==> src/vmul_ctl_pkg.sv <==
`default_nettype none

package vmul_ctl_pkg;

  // position of an element group within its vector
  // travels with every issued group and every product group
  typedef enum logic [1:0] {
    // neither first nor last pass
    GRP_MID   = 2'd0,
    // first pass of a multi-pass vector
    GRP_FIRST = 2'd1,
    // last pass, closes the vector
    GRP_LAST  = 2'd2,
    // whole vector fits in one pass
    GRP_ONLY  = 2'd3
  } grp_pos_e;

endpackage

`default_nettype wire

==> src/vmul_op_pkg.sv <==
`default_nettype none

package vmul_op_pkg;

  // width of the operation field carried with a request
  localparam int VMUL_OP_W = 3;

  // operation codes understood by the multiplier array
  // codes 5 to 7 are illegal
  typedef enum logic [VMUL_OP_W-1:0] {
    // low half of the signed product
    OP_MULLO  = 3'd0,
    // high half of the signed product
    OP_MULHI  = 3'd1,
    // high half of the unsigned product
    OP_MULHIU = 3'd2,
    // signed product shifted right arithmetically by vshamt
    OP_MULFX  = 3'd3,
    // opa shifted left by the low bits of opb, done on the multiplier
    OP_SLL    = 3'd4
  } vmul_op_e;

  // true for the five defined codes
  function automatic logic op_legal(input logic [VMUL_OP_W-1:0] code);
    return code inside {OP_MULLO, OP_MULHI, OP_MULHIU, OP_MULFX, OP_SLL};
  endfunction

endpackage

`default_nettype wire

==> src/vmul_collect.sv <==
`timescale 1ns/1ps
`default_nettype none

module vmul_collect
  import vmul_ctl_pkg::*;
#(
  parameter int WIDTH         = 16,
  parameter int NUM_LANES     = 8,
  parameter int NUM_MUL_LANES = 2,
  parameter int REGID_W       = 4
) (
  input  logic                           clk,
  input  logic                           rst_n,
  // product groups from the array
  input  logic                           prod_valid,
  input  logic [1:0]                     prod_pos,
  input  logic [NUM_MUL_LANES*WIDTH-1:0] prod_data,
  // issue side that supplies the tag on the last group
  input  logic                           iss_valid,
  input  logic [1:0]                     iss_pos,
  input  logic [REGID_W-1:0]             seq_dst,
  input  logic                           seq_dst_we,
  input  logic [NUM_LANES-1:0]           seq_mask,
  // assembled result
  output logic                           out_valid,
  output logic [NUM_LANES*WIDTH-1:0]     result,
  output logic [REGID_W-1:0]             out_dst,
  output logic                           out_dst_we,
  output logic [NUM_LANES-1:0]           out_mask
);

  localparam int G_W = NUM_MUL_LANES * WIDTH;
  localparam int V_W = NUM_LANES * WIDTH;

  // partial vector where new groups enter at the top
  logic [V_W-1:0]       res_sh;
  logic [V_W+G_W-1:0]   cat;
  logic [V_W-1:0]       assembled;
  // tag copied when the sequencer issues its last group
  logic [REGID_W-1:0]   hold_dst;
  logic                 hold_dst_we;
  logic [NUM_LANES-1:0] hold_mask;
  logic                 iss_end;
  logic                 prod_end;
  // high while a multi-pass vector is being gathered
  logic                 collecting;

  assign iss_end  = iss_valid && (iss_pos == GRP_LAST || iss_pos == GRP_ONLY);
  assign prod_end = prod_valid && (prod_pos == GRP_LAST || prod_pos == GRP_ONLY);

  // the new group enters at the top and the oldest group falls toward element 0
  assign cat       = {prod_data, res_sh};
  assign assembled = cat[V_W+G_W-1:G_W];

  always_ff @(posedge clk)
  begin
    if (prod_valid)
      res_sh <= assembled;
    if (iss_end)
    begin
      hold_dst  <= seq_dst;
      hold_mask <= seq_mask;
    end
    // full vector and tag leave together
    if (prod_end)
    begin
      result   <= assembled;
      out_dst  <= hold_dst;
      out_mask <= hold_mask;
    end
  end

  always_ff @(posedge clk)
  begin
    if (!rst_n)
    begin
      out_valid   <= 1'b0;
      out_dst_we  <= 1'b0;
      hold_dst_we <= 1'b0;
      collecting  <= 1'b0;
    end
    else
    begin
      // one-cycle strobe with no back-pressure
      out_valid <= prod_end;
      if (iss_end)
        hold_dst_we <= seq_dst_we;
      if (prod_end)
        out_dst_we <= hold_dst_we;
      if (prod_valid && prod_pos == GRP_FIRST)
        collecting <= 1'b1;
      else if (prod_end)
        collecting <= 1'b0;
    end
  end

  // middle and last groups only ever follow a first group
  a_no_orphan_group: assert property (
    @(posedge clk) disable iff (!rst_n)
      (prod_valid && (prod_pos == GRP_MID || prod_pos == GRP_LAST)) |-> collecting
  );

endmodule

`default_nettype wire

==> src/vmul_issue_seq.sv <==
`timescale 1ns/1ps
`default_nettype none

module vmul_issue_seq
  import vmul_op_pkg::*;
  import vmul_ctl_pkg::*;
#(
  parameter int WIDTH         = 16,
  parameter int NUM_LANES     = 8,
  parameter int NUM_MUL_LANES = 2,
  parameter int REGID_W       = 4,
  localparam int SHAMT_W      = $clog2(WIDTH)
) (
  input  logic                           clk,
  input  logic                           rst_n,
  // request side
  input  logic                           in_valid,
  input  logic [VMUL_OP_W-1:0]           op,
  input  logic [SHAMT_W-1:0]             vshamt,
  input  logic [NUM_LANES*WIDTH-1:0]     opa,
  input  logic [NUM_LANES*WIDTH-1:0]     opb,
  input  logic [NUM_LANES-1:0]           vmask,
  input  logic [REGID_W-1:0]             dst,
  input  logic                           dst_we,
  output logic                           busy,
  // one element group per cycle towards the array
  output logic                           iss_valid,
  output logic [1:0]                     iss_pos,
  output logic [VMUL_OP_W-1:0]           iss_op,
  output logic [SHAMT_W-1:0]             iss_shamt,
  output logic [NUM_MUL_LANES*WIDTH-1:0] iss_a,
  output logic [NUM_MUL_LANES*WIDTH-1:0] iss_b,
  // tag of the request being issued, read by the collector
  output logic [REGID_W-1:0]             seq_dst,
  output logic                           seq_dst_we,
  output logic [NUM_LANES-1:0]           seq_mask
);

  // number of passes over the multipliers
  localparam int P     = NUM_LANES / NUM_MUL_LANES;
  // bits in one element group
  localparam int G_W   = NUM_MUL_LANES * WIDTH;
  localparam int CNT_W = (P > 1) ? $clog2(P) : 1;
  localparam logic [CNT_W-1:0] LAST_CNT = CNT_W'(P - 1);

  logic                       active;
  logic [CNT_W-1:0]           pass_cnt;
  // parked operands, group 0 always sits in the low bits
  logic [NUM_LANES*WIDTH-1:0] a_sh;
  logic [NUM_LANES*WIDTH-1:0] b_sh;
  vmul_op_e                   op_q;
  logic [SHAMT_W-1:0]         shamt_q;
  logic                       first_pass;
  logic                       last_pass;
  grp_pos_e                   pos;

  // pass counter runs for P cycles after an accepted request
  always_ff @(posedge clk)
  begin
    if (!rst_n)
    begin
      active     <= 1'b0;
      pass_cnt   <= '0;
      seq_dst_we <= 1'b0;
    end
    else if (in_valid)
    begin
      active     <= 1'b1;
      pass_cnt   <= '0;
      seq_dst_we <= dst_we;
    end
    else if (active)
    begin
      pass_cnt <= pass_cnt + 1'b1;
      // drop busy after the last group has gone out
      if (pass_cnt == LAST_CNT)
        active <= 1'b0;
    end
  end

  // operand and tag registers
  always_ff @(posedge clk)
  begin
    if (in_valid)
    begin
      a_sh     <= opa;
      b_sh     <= opb;
      op_q     <= vmul_op_e'(op);
      shamt_q  <= vshamt;
      seq_dst  <= dst;
      seq_mask <= vmask;
    end
    else if (active)
    begin
      // move the next group down into the issue slot
      a_sh <= a_sh >> G_W;
      b_sh <= b_sh >> G_W;
    end
  end

  assign first_pass = (pass_cnt == '0);
  assign last_pass  = (pass_cnt == LAST_CNT);

  // mark where this group sits in the vector
  always_comb
  begin
    case ({first_pass, last_pass})
      2'b11:   pos = GRP_ONLY;
      2'b10:   pos = GRP_FIRST;
      2'b01:   pos = GRP_LAST;
      default: pos = GRP_MID;
    endcase
  end

  assign busy      = active;
  assign iss_valid = active;
  assign iss_pos   = pos;
  assign iss_op    = op_q;
  assign iss_shamt = shamt_q;
  assign iss_a     = a_sh[G_W-1:0];
  assign iss_b     = b_sh[G_W-1:0];

  // the issuer has to wait until the passes of the previous request are out
  a_no_issue_while_busy: assert property (
    @(posedge clk) disable iff (!rst_n) in_valid |-> !busy
  );

  // only the five defined operations may be requested
  a_legal_op: assert property (
    @(posedge clk) disable iff (!rst_n) in_valid |-> op_legal(op)
  );

endmodule

`default_nettype wire

==> src/vmul_mul_array.sv <==
`timescale 1ns/1ps
`default_nettype none

module vmul_mul_array
  import vmul_op_pkg::*;
  import vmul_ctl_pkg::*;
#(
  parameter int WIDTH         = 16,
  parameter int NUM_MUL_LANES = 2,
  localparam int SHAMT_W      = $clog2(WIDTH)
) (
  input  logic                           clk,
  input  logic                           rst_n,
  input  logic                           iss_valid,
  input  logic [1:0]                     iss_pos,
  input  logic [VMUL_OP_W-1:0]           iss_op,
  input  logic [SHAMT_W-1:0]             iss_shamt,
  input  logic [NUM_MUL_LANES*WIDTH-1:0] iss_a,
  input  logic [NUM_MUL_LANES*WIDTH-1:0] iss_b,
  output logic                           prod_valid,
  output logic [1:0]                     prod_pos,
  output logic [NUM_MUL_LANES*WIDTH-1:0] prod_data
);

  vmul_op_e op;
  // every operation is signed except the unsigned high product
  logic     sgn;
  // set between a first and a last product group
  logic     grp_open;

  assign op  = vmul_op_e'(iss_op);
  assign sgn = (op != OP_MULHIU);

  genvar k;
  generate
    for (k = 0; k < NUM_MUL_LANES; k++)
    begin : g_slice
      logic [WIDTH-1:0]            a;
      logic [WIDTH-1:0]            b;
      logic [WIDTH-1:0]            b_pow2;
      // one extra bit turns both signed and unsigned into a signed multiply
      logic signed [WIDTH:0]       a_x;
      logic signed [WIDTH:0]       b_x;
      logic signed [2*WIDTH+1:0]   prod_x;
      logic [2*WIDTH-1:0]          full;
      logic signed [2*WIDTH-1:0]   fx;
      logic [WIDTH-1:0]            sel;
      logic [WIDTH-1:0]            res_q;

      assign a = iss_a[k*WIDTH +: WIDTH];
      assign b = iss_b[k*WIDTH +: WIDTH];

      // shift left as a multiply by a power of two
      assign b_pow2 = WIDTH'(1) << b[SHAMT_W-1:0];

      assign a_x = {sgn & a[WIDTH-1], a};
      // the power of two is always positive, so it is zero extended
      assign b_x = (op == OP_SLL) ? {1'b0, b_pow2} : {sgn & b[WIDTH-1], b};

      assign prod_x = (2*WIDTH+2)'(a_x) * (2*WIDTH+2)'(b_x);
      assign full   = prod_x[2*WIDTH-1:0];

      // fixed point takes the whole product shifted down with its sign kept
      assign fx = $signed(full) >>> iss_shamt;

      always_comb
      begin
        case (op)
          OP_MULHI,
          OP_MULHIU: sel = full[2*WIDTH-1:WIDTH];
          OP_MULFX:  sel = fx[WIDTH-1:0];
          default:   sel = full[WIDTH-1:0];
        endcase
      end

      // single register stage per slice
      always_ff @(posedge clk)
      begin
        res_q <= sel;
      end

      assign prod_data[k*WIDTH +: WIDTH] = res_q;
    end
  endgenerate

  // valid and position follow the data by one cycle
  always_ff @(posedge clk)
  begin
    if (!rst_n)
    begin
      prod_valid <= 1'b0;
      prod_pos   <= GRP_MID;
    end
    else
    begin
      prod_valid <= iss_valid;
      prod_pos   <= iss_pos;
    end
  end

  // tracks an open multi-pass vector on the product side
  always_ff @(posedge clk)
  begin
    if (!rst_n)
      grp_open <= 1'b0;
    else if (prod_valid)
    begin
      if (prod_pos == GRP_FIRST)
        grp_open <= 1'b1;
      else if (prod_pos == GRP_LAST || prod_pos == GRP_ONLY)
        grp_open <= 1'b0;
    end
  end

  // a new vector cannot start before the previous one has been closed
  a_no_double_first: assert property (
    @(posedge clk) disable iff (!rst_n)
      (prod_valid && prod_pos == GRP_FIRST) |-> !grp_open
  );

endmodule

`default_nettype wire

==> src/vmul_unit.sv <==
`timescale 1ns/1ps
`default_nettype none

module vmul_unit #(
  parameter int WIDTH         = 16,
  parameter int NUM_LANES     = 8,
  parameter int NUM_MUL_LANES = 2,
  parameter int REGID_W       = 4,
  localparam int SHAMT_W      = $clog2(WIDTH)
) (
  input  logic                       clk,
  input  logic                       rst_n,
  // request strobe, only while busy is low
  input  logic                       in_valid,
  // operation code, same encoding as vmul_op_e
  input  logic [2:0]                 op,
  input  logic [SHAMT_W-1:0]         vshamt,
  input  logic [NUM_LANES*WIDTH-1:0] opa,
  input  logic [NUM_LANES*WIDTH-1:0] opb,
  input  logic [NUM_LANES-1:0]       vmask,
  input  logic [REGID_W-1:0]         dst,
  input  logic                       dst_we,
  output logic                       busy,
  // result strobe, P+2 cycles after in_valid
  output logic                       out_valid,
  output logic [NUM_LANES*WIDTH-1:0] result,
  output logic [REGID_W-1:0]         out_dst,
  output logic                       out_dst_we,
  output logic [NUM_LANES-1:0]       out_mask
);

  // sequencer to array
  logic                           iss_valid;
  logic [1:0]                     iss_pos;
  logic [2:0]                     iss_op;
  logic [SHAMT_W-1:0]             iss_shamt;
  logic [NUM_MUL_LANES*WIDTH-1:0] iss_a;
  logic [NUM_MUL_LANES*WIDTH-1:0] iss_b;
  // held tag, sequencer to collector
  logic [REGID_W-1:0]             seq_dst;
  logic                           seq_dst_we;
  logic [NUM_LANES-1:0]           seq_mask;
  // array to collector
  logic                           prod_valid;
  logic [1:0]                     prod_pos;
  logic [NUM_MUL_LANES*WIDTH-1:0] prod_data;

  vmul_issue_seq #(
    .WIDTH         (WIDTH),
    .NUM_LANES     (NUM_LANES),
    .NUM_MUL_LANES (NUM_MUL_LANES),
    .REGID_W       (REGID_W)
  ) u_issue_seq (
    .clk        (clk),
    .rst_n      (rst_n),
    .in_valid   (in_valid),
    .op         (op),
    .vshamt     (vshamt),
    .opa        (opa),
    .opb        (opb),
    .vmask      (vmask),
    .dst        (dst),
    .dst_we     (dst_we),
    .busy       (busy),
    .iss_valid  (iss_valid),
    .iss_pos    (iss_pos),
    .iss_op     (iss_op),
    .iss_shamt  (iss_shamt),
    .iss_a      (iss_a),
    .iss_b      (iss_b),
    .seq_dst    (seq_dst),
    .seq_dst_we (seq_dst_we),
    .seq_mask   (seq_mask)
  );

  vmul_mul_array #(
    .WIDTH         (WIDTH),
    .NUM_MUL_LANES (NUM_MUL_LANES)
  ) u_mul_array (
    .clk        (clk),
    .rst_n      (rst_n),
    .iss_valid  (iss_valid),
    .iss_pos    (iss_pos),
    .iss_op     (iss_op),
    .iss_shamt  (iss_shamt),
    .iss_a      (iss_a),
    .iss_b      (iss_b),
    .prod_valid (prod_valid),
    .prod_pos   (prod_pos),
    .prod_data  (prod_data)
  );

  vmul_collect #(
    .WIDTH         (WIDTH),
    .NUM_LANES     (NUM_LANES),
    .NUM_MUL_LANES (NUM_MUL_LANES),
    .REGID_W       (REGID_W)
  ) u_collect (
    .clk        (clk),
    .rst_n      (rst_n),
    .prod_valid (prod_valid),
    .prod_pos   (prod_pos),
    .prod_data  (prod_data),
    .iss_valid  (iss_valid),
    .iss_pos    (iss_pos),
    .seq_dst    (seq_dst),
    .seq_dst_we (seq_dst_we),
    .seq_mask   (seq_mask),
    .out_valid  (out_valid),
    .result     (result),
    .out_dst    (out_dst),
    .out_dst_we (out_dst_we),
    .out_mask   (out_mask)
  );

endmodule

`default_nettype wire
==> config.mk <==
export PLATFORM = sky130hd
export DESIGN_NAME = vmul_unit
export DESIGN_NICKNAME = d
export VERILOG_FILES = /design/src/vmul_ctl_pkg.sv /design/src/vmul_op_pkg.sv /design/src/vmul_collect.sv /design/src/vmul_issue_seq.sv /design/src/vmul_mul_array.sv /design/src/vmul_unit.sv
export SDC_FILE = /design/constraint.sdc
export NUM_CORES = 2
export LEC_CHECK = 0
export BUFFER_PORTS_ARGS = -buffer_cell sky130_fd_sc_hd__buf_2
export CAP_MARGIN = 40
export CORE_ASPECT_RATIO = 0.7
export CORE_MARGIN = 2
export CORE_UTILIZATION = 60
export DETAILED_ROUTE_END_ITERATION = 10
export PLACE_DENSITY_LB_ADDON = 0.1
export SLEW_MARGIN = 0
export SYNTH_ARGS = -nofsm -noshare
export SYNTH_HDL_FRONTEND = slang
export SYNTH_SLANG_ARGS = --single-unit
export TNS_END_PERCENT = 30
==> constraint.sdc <==
create_clock -name clk -period 14.1 [get_ports clk]
set_input_delay 1.41 -clock clk [delete_from_list [all_inputs] [get_ports clk]]
set_output_delay 1.41 -clock clk [all_outputs]
set_load 0.005 [all_outputs]
**Yosys cells after proc, flatten, opt, wreduce, memory -nomap -nowiden**

Cells that the tools add are included.

- Register bits: 597
- Input bits: 279
- Output and inout port bits: 143
- Logic and storage cells: 67

- $add $sub $neg: 1
- Multiply operators: 2
- Eq/ne operators: 13
- Shift-type cells: 4
- Mux-type cells: 12
- Bitwise operators: 5
- Reduce and logical (&&, ||, !) cells: 8

Operator list:

| operator | number |
|---|---|
| $mux W128 | 4 |
| $mul A17 B17 Y32 | 2 |
| $pmux W16 S2 | 2 |
| $sshr A32 B4 Y16 | 2 |
| $mux W17 | 2 |
| $shl A1 B4 Y16 const A | 2 |
| $eq A2 B2 Y1 const B | 7 |
| $eq A3 B2 Y1 const B | 2 |
| $pmux W2 S3 | 1 |
| $and A1 B1 Y1 | 4 |
| $reduce_or A2 Y1 | 2 |
| $eq A3 B1 Y1 const B | 1 |
| $eq A3 B3 Y1 const B | 1 |
| $mux W1 | 3 |
| $ne A3 B2 Y1 const B | 1 |
| $add A2 B1 Y2 const B | 1 |
| $eq A2 B1 Y1 const B | 1 |
| $logic_and A1 B1 Y1 | 2 |
| $logic_not A2 Y1 | 1 |
| $logic_or A1 B1 Y1 | 2 |
| $reduce_bool A2 Y1 | 1 |
| $not A1 Y1 | 1 |

**Logic depth before layout (Yosys ltp)**

- Depth after elaboration: 6
- Depth in mapped cells: 33
- Gate-level depth less buffers: 26

**By module**

A second synthesis with hierarchy kept.

- Cells, all modules: 3712
- Area, all modules: 44955.6 µm²

By module, submodules not included:

| module | instances | cells an instance | area each (µm²) | seq. area each (µm²) |
|---|---|---|---|---|
| vmul_mul_array | 1 | 2810 | 25280.5 | 700.7 |
| vmul_issue_seq | 1 | 643 | 12116.6 | 8338.0 |
| vmul_collect | 1 | 259 | 7558.5 | 7507.2 |

**Worst setup path before layout**

OpenSTA, ideal clock, no wires.

- Kind: register to register
- From: register u_issue_seq.op_q[0], in the netlist u_issue_seq.iss_op[0]
- To: register u_mul_array.g_slice[0].res_q[11]
- Setup time: 0.122 ns
- Arrival: 8.196 ns
- Required time: 13.978 ns
- Setup slack: 5.783 ns
- Cell stages (with the launch flop): 28
- Buffers on the path: 5
- Period minus slack after synthesis: 8.317 ns
- Cells stage by stage: edfxtp_1 -> or3b_2 -> clkbuf_1 -> clkbuf_1 -> clkbuf_1 -> o41ai_1 -> clkbuf_1 -> nand2_1 -> fa_1 -> fa_1 -> inv_1 -> fa_1 -> fa_1 -> fa_1 -> inv_1 -> fa_1 -> inv_1 -> ha_1 -> buf_2 -> a21oi_1 -> nand3_1 -> nand4_2 -> o21ai_2 -> a2111oi_2 -> a311oi_1 -> mux2_2 -> mux4_2 -> a221o_1

- Longest elaborated chain between the ends: 6
- Elaborated cells between the ends (all ways): 12
- Those cells by class: 1 x mul; 5 x eq/ne; 1 x shift; 2 x mux; 2 x bitwise; 1 x reduce/logical

RTL lines:

| element | RTL line | RTL |
|---|---|---|
| start, declared | vmul_issue_seq.sv:51 | `vmul_op_e op_q;` |
| start signal, assigned | vmul_issue_seq.sv:88 | `op_q <= vmul_op_e'(op);` |
| $ne A3 B2 Y1 | vmul_mul_array.sv:32 | `assign sgn = (op != OP_MULHIU);` |
| $and A1 B1 Y1 | vmul_mul_array.sv:58 | `assign b_x = (op == OP_SLL) ? {1'b0, b_pow2} : {sgn & b[WIDTH-1], b};` |
| $mux W17 | vmul_mul_array.sv:58 |  |
| $mul A17 B17 Y32 | vmul_mul_array.sv:60 | `assign prod_x = (2*WIDTH+2)'(a_x) * (2*WIDTH+2)'(b_x);` |
| $sshr A32 B4 Y16 | vmul_mul_array.sv:64 | `assign fx = $signed(full) >>> iss_shamt;` |
| $pmux W16 S2 * | vmul_mul_array.sv:68 | `case (op)` |
| named net u_mul_array.g_slice[0].sel[11] | vmul_mul_array.sv:47 | `logic [WIDTH-1:0] sel;` |
| end signal, assigned | vmul_mul_array.sv:79 | `res_q <= sel;` |
| end, declared | vmul_mul_array.sv:48 | `logic [WIDTH-1:0] res_q;` |

Mark *: on every way through the listed nets, which the timed path passes. The rest lies on a longest branch.
A chain may end at the register's enable or synchronous reset.

**Worst setup path after layout**

- From: register u_issue_seq.op_q[0], in the netlist u_issue_seq.iss_op[0]
- To: register u_mul_array.g_slice[1].res_q[14]

- Longest elaborated chain between the ends: 6
- Elaborated cells between the ends (all ways): 12
- Those cells by class: 1 x mul; 5 x eq/ne; 1 x shift; 2 x mux; 2 x bitwise; 1 x reduce/logical

RTL lines:

| element | RTL line |
|---|---|
| $ne A3 B2 Y1 | vmul_mul_array.sv:32 |
| $and A1 B1 Y1 | vmul_mul_array.sv:58 |
| $mux W17 | vmul_mul_array.sv:58 |
| $mul A17 B17 Y32 | vmul_mul_array.sv:60 |
| $sshr A32 B4 Y16 | vmul_mul_array.sv:64 |
| $pmux W16 S2 * | vmul_mul_array.sv:68 |
| named net u_mul_array.g_slice[1].sel[14] | vmul_mul_array.sv:47 |
| end signal, assigned | vmul_mul_array.sv:79 |
| end, declared | vmul_mul_array.sv:48 |

Marked as above.

==> summary.md <==
| Metric | Value |
|---|---|
| Clock sink count | `564` |
| Grt total ovfl | `0` |
| Drt total wl | `about 110 mm` |
| Critical R2R Launch | `u_issue_seq.iss_op[0]$_DFFE_PP_` |
| Dominant synthesized flop cell | `edfxtp_1` |
| H-Tree Depth | `2` |
| Mean Syn Cell Area | `12.1 sq um` |
| Async SR Flop Fraction | `0%` |
| Largest net degree at the start of global routing | `79` |
| Adder-cell share of the synthesized area | `30.4%` |
| # IOs | `about 420` |
| Core area | `0.0730 sq mm` |
| Endpoints failing setup | `0` |
| Vias in the first global route | `between 20,000 and 30,000` |
| Cell row count | `83` |
| Fraction of the yosys area taken by sequential cells | `37.6%` |
| Hold_buf cts | `0` |
| CP Launch Point | `u_issue_seq.iss_op[0]$_DFFE_PP_` |
| Most frequent CP cell | `fa_1` |
| HP Start | `u_collect.res_sh[51]$_DFFE_PP_` |
| Wire length per cell | `21.0 um` |
| Clock-pin slew on the worst setup and hold paths | `0.07 ns` |
| Crit end category | `register` |
| Critical path launch point type | `register` |
| Max cap viols | `0` |
| Compound-cell area share of the yosys netlist | `6.58%` |
| Layout cells sized above 1 | `21.2%` |
| Worst-Margin Slew | `1.00 ns` |
| Vias | `around 29,000` |
| Main combinational cell family by area after synthesis | `adder cells` |
| Setup Total Neg Slack | `0 ns` |
| Synth Warn # | `0` |
| Die area | `~0.076 sq mm` |
| Area growth from synthesis to layout | `11.6%` |
| Vias/cell | `5.70` |
| CP Cell Sequence | `or3b_2, buf_4, nor3_1, a32o_1, nand2_1, fa_1, fa_1, fa_1, inv_1, fa_1, inv_1, fa_1, fa_1, inv_1, ha_1, a2111oi_2, and2_1, a21oi_4, o211ai_1, mux2i_1, mux4_2, a211oi_1, o211ai_1` |
| Total CTS buffers | `54` |
| Met1 Resource Use GR | `a little over two fifths` |
| Max clock buf depth | `3` |
| Fmax | `108 MHz` |
| Number of synthesized register bits | `564` |
| Gr usage total | `28.7%` |
| Final ANT Viol Nets | `0` |
| Number of iterations in the first detailed-routing pass | `7` |
| Number of synthesized flops with an enable pin | `523` |
| First DRT Iteration DRCs | `2,698` |
| Rel. slew slack | `33.0%` |
| Die Y | `231 um` |
| Die W | `328 um` |
| Post-synthesis xor/xnor area fraction | `1.59%` |
| Simple-gate portion of the synthesized area | `between 10% and 20%` |
| Critical-path top delay cell | `a32o_1` |
| Antenna violations before repair | `18` |
| Period utilization | `65.6%` |
| Mapped Area | `0.0440 sq mm` |
| Mux cell area share after synthesis | `7.32%` |
| Skew final | `0.0344 ns` |
| Worst-path maximum fanout | `61` |
| Resize count post-CTS | `0` |
| DRC viols | `0` |
| DP Wirelength | `80.4 mm` |
| RSZ-0062 raised after global routing | `false` |
| Syn Nets | `4,644` |
| Met3 Usage GRT | `9.40%` |
| Initial core utilization | `between 60% and 70%` |
| Worst-skew pair later-pin latency | `0.62 ns` |
| Critical path type | `reg -> reg` |
| Final Wtd Congestion | `0.951` |
| GR peak layer | `met1` |
| Most frequent cells in the layout | `fa_1, edfxtp_1, inv_1, buf_2, nand2_1` |
| Slew Viols, Final | `0` |
| CTS tree | `done` |
| Leading cell type in the layout, fill and taps excluded | `fa_1` |
| First-pass GRT wire length | `around 170 mm` |
| Root buf cell | `clkbuf_16` |
| Count of cell types in the netlist | `between 80 and 90` |
| Hold Path Class | `reg -> reg` |
| Status | `finished clean` |
| Crit-path max cell delay | `~0.8 ns` |
| Worst Path Arrival | `9.73 ns` |
| Port buffer count | `421` |
| Setup bufs post-CTS | `0` |
| Synthesized instance count | `3,634` |
| Fin. Hold Viols | `0` |
| GR Util met2 | `41.3%` |
| Minimum clock period | `9.25 ns` |
| Worst Path Required | `14.58 ns` |
| NumNets Final | `4,999` |
==> worst max-delay path, delay by kind of cell, from the launching register on <==
kind	cells	cell delay, ns
flops	1	0.62
fa+ha+maj	7	3.43
mux	2	0.67
buf+inv	4	0.54
compound gates	6	2.34
simple gates	4	1.48
==> synthesized netlist by cell type (all sizes together) (26+ instances only) <==
cell,number,area (sq um)
fa,564,11300
edfxtp,523,15700
inv,449,1690
nand2,366,1380
and2,299,1870
mux2,206,2320
ha,167,2090
clkbuf,148,557
nor2,96,363
nor2b,74,463
a21oi,72,372
o21ai,68,344
xnor2,59,517
dfxtp,41,821
mux2i,36,360
a211oi,30,235
or2,28,175
buf,26,116
o211ai,26,200
==> through the flow <==
| step | utilization [%] | std cells | setup slack, ns | hold slack (ns) | cell area (sq um) |
|---|---|---|---|---|---|
| after floorplan | - | 3634 | 5.78 | 0.400 | 44000 |
| after global placement | 64.6 | 4899 | 4.99 | 0.400 | 47200 |
| after detailed placement | 64.8 | 4910 | 4.97 | 0.405 | 47300 |
| after CTS | 67.2 | 5009 | 4.94 | 0.420 | 49100 |
| after global routing | 67.3 | 5010 | 4.43 | 0.424 | 49100 |
| final | 67.3 | 5017 | 4.85 | 0.419 | 49100 |
==> path summary, 6_finish.rpt <==
check	slack, ns	end	cells past startpoint
worst max-delay path	4.85	u_mul_array.g_slice[1].res_q[14]$_DFF_P_	23
worst min-delay path	0.42	u_collect.result[19]$_DFFE_PP_	0
worst max register to register	4.85	u_mul_array.g_slice[1].res_q[14]$_DFF_P_	23
worst min register to register	0.42	u_collect.result[19]$_DFFE_PP_	0
==> state kept, by name (all words and copies together), names as in the netlist, 8 cells and up <==
name	flops
u_issue_seq.seq_mask	8
u_collect.out_mask	8
u_issue_seq.b_sh	128
u_issue_seq.a_sh	128
u_collect.result	128
u_collect.hold_mask	8
u_mul_array.g_slice.res_q	32
u_collect.res_sh	96
==> layer usage <==
layer | vias to the layer above | wire length [um]
li1 | 12900 | -
met1 | 14200 | 47400
met2 | 1345 | 44400
met3 | 158 | 11600
met4 | 24 | 1660
met5 | - | 155
==> layout make-up <==
| class | instances | area [sq um] |
|---|---|---|
| clock buffers | 62 | 1400 |
| clock inverters | 37 | 364 |
| fillers | 5446 | 23900 |
| diodes | 8 | 20.0 |
| flip-flops and latches | 564 | 16500 |
| well taps | 977 | 1220 |
| multi-input cells | 2447 | 25300 |
| repair buffers | 473 | 2600 |
| inverters | 449 | 1690 |
==> cell families after synthesis <==
family | count (synthesis)
multiplexers | 266
AND/OR/NAND/NOR | 974
AO/OA/AOI/OAI | 396
flip-flops | 564
XOR/XNOR | 80
buffers and inverters | 623
adder cells (fa/ha/maj) | 731
Power is left out: the tool's default activity adds up to more than one toggle a clock period on the data nets, which glitch-free logic cannot reach.
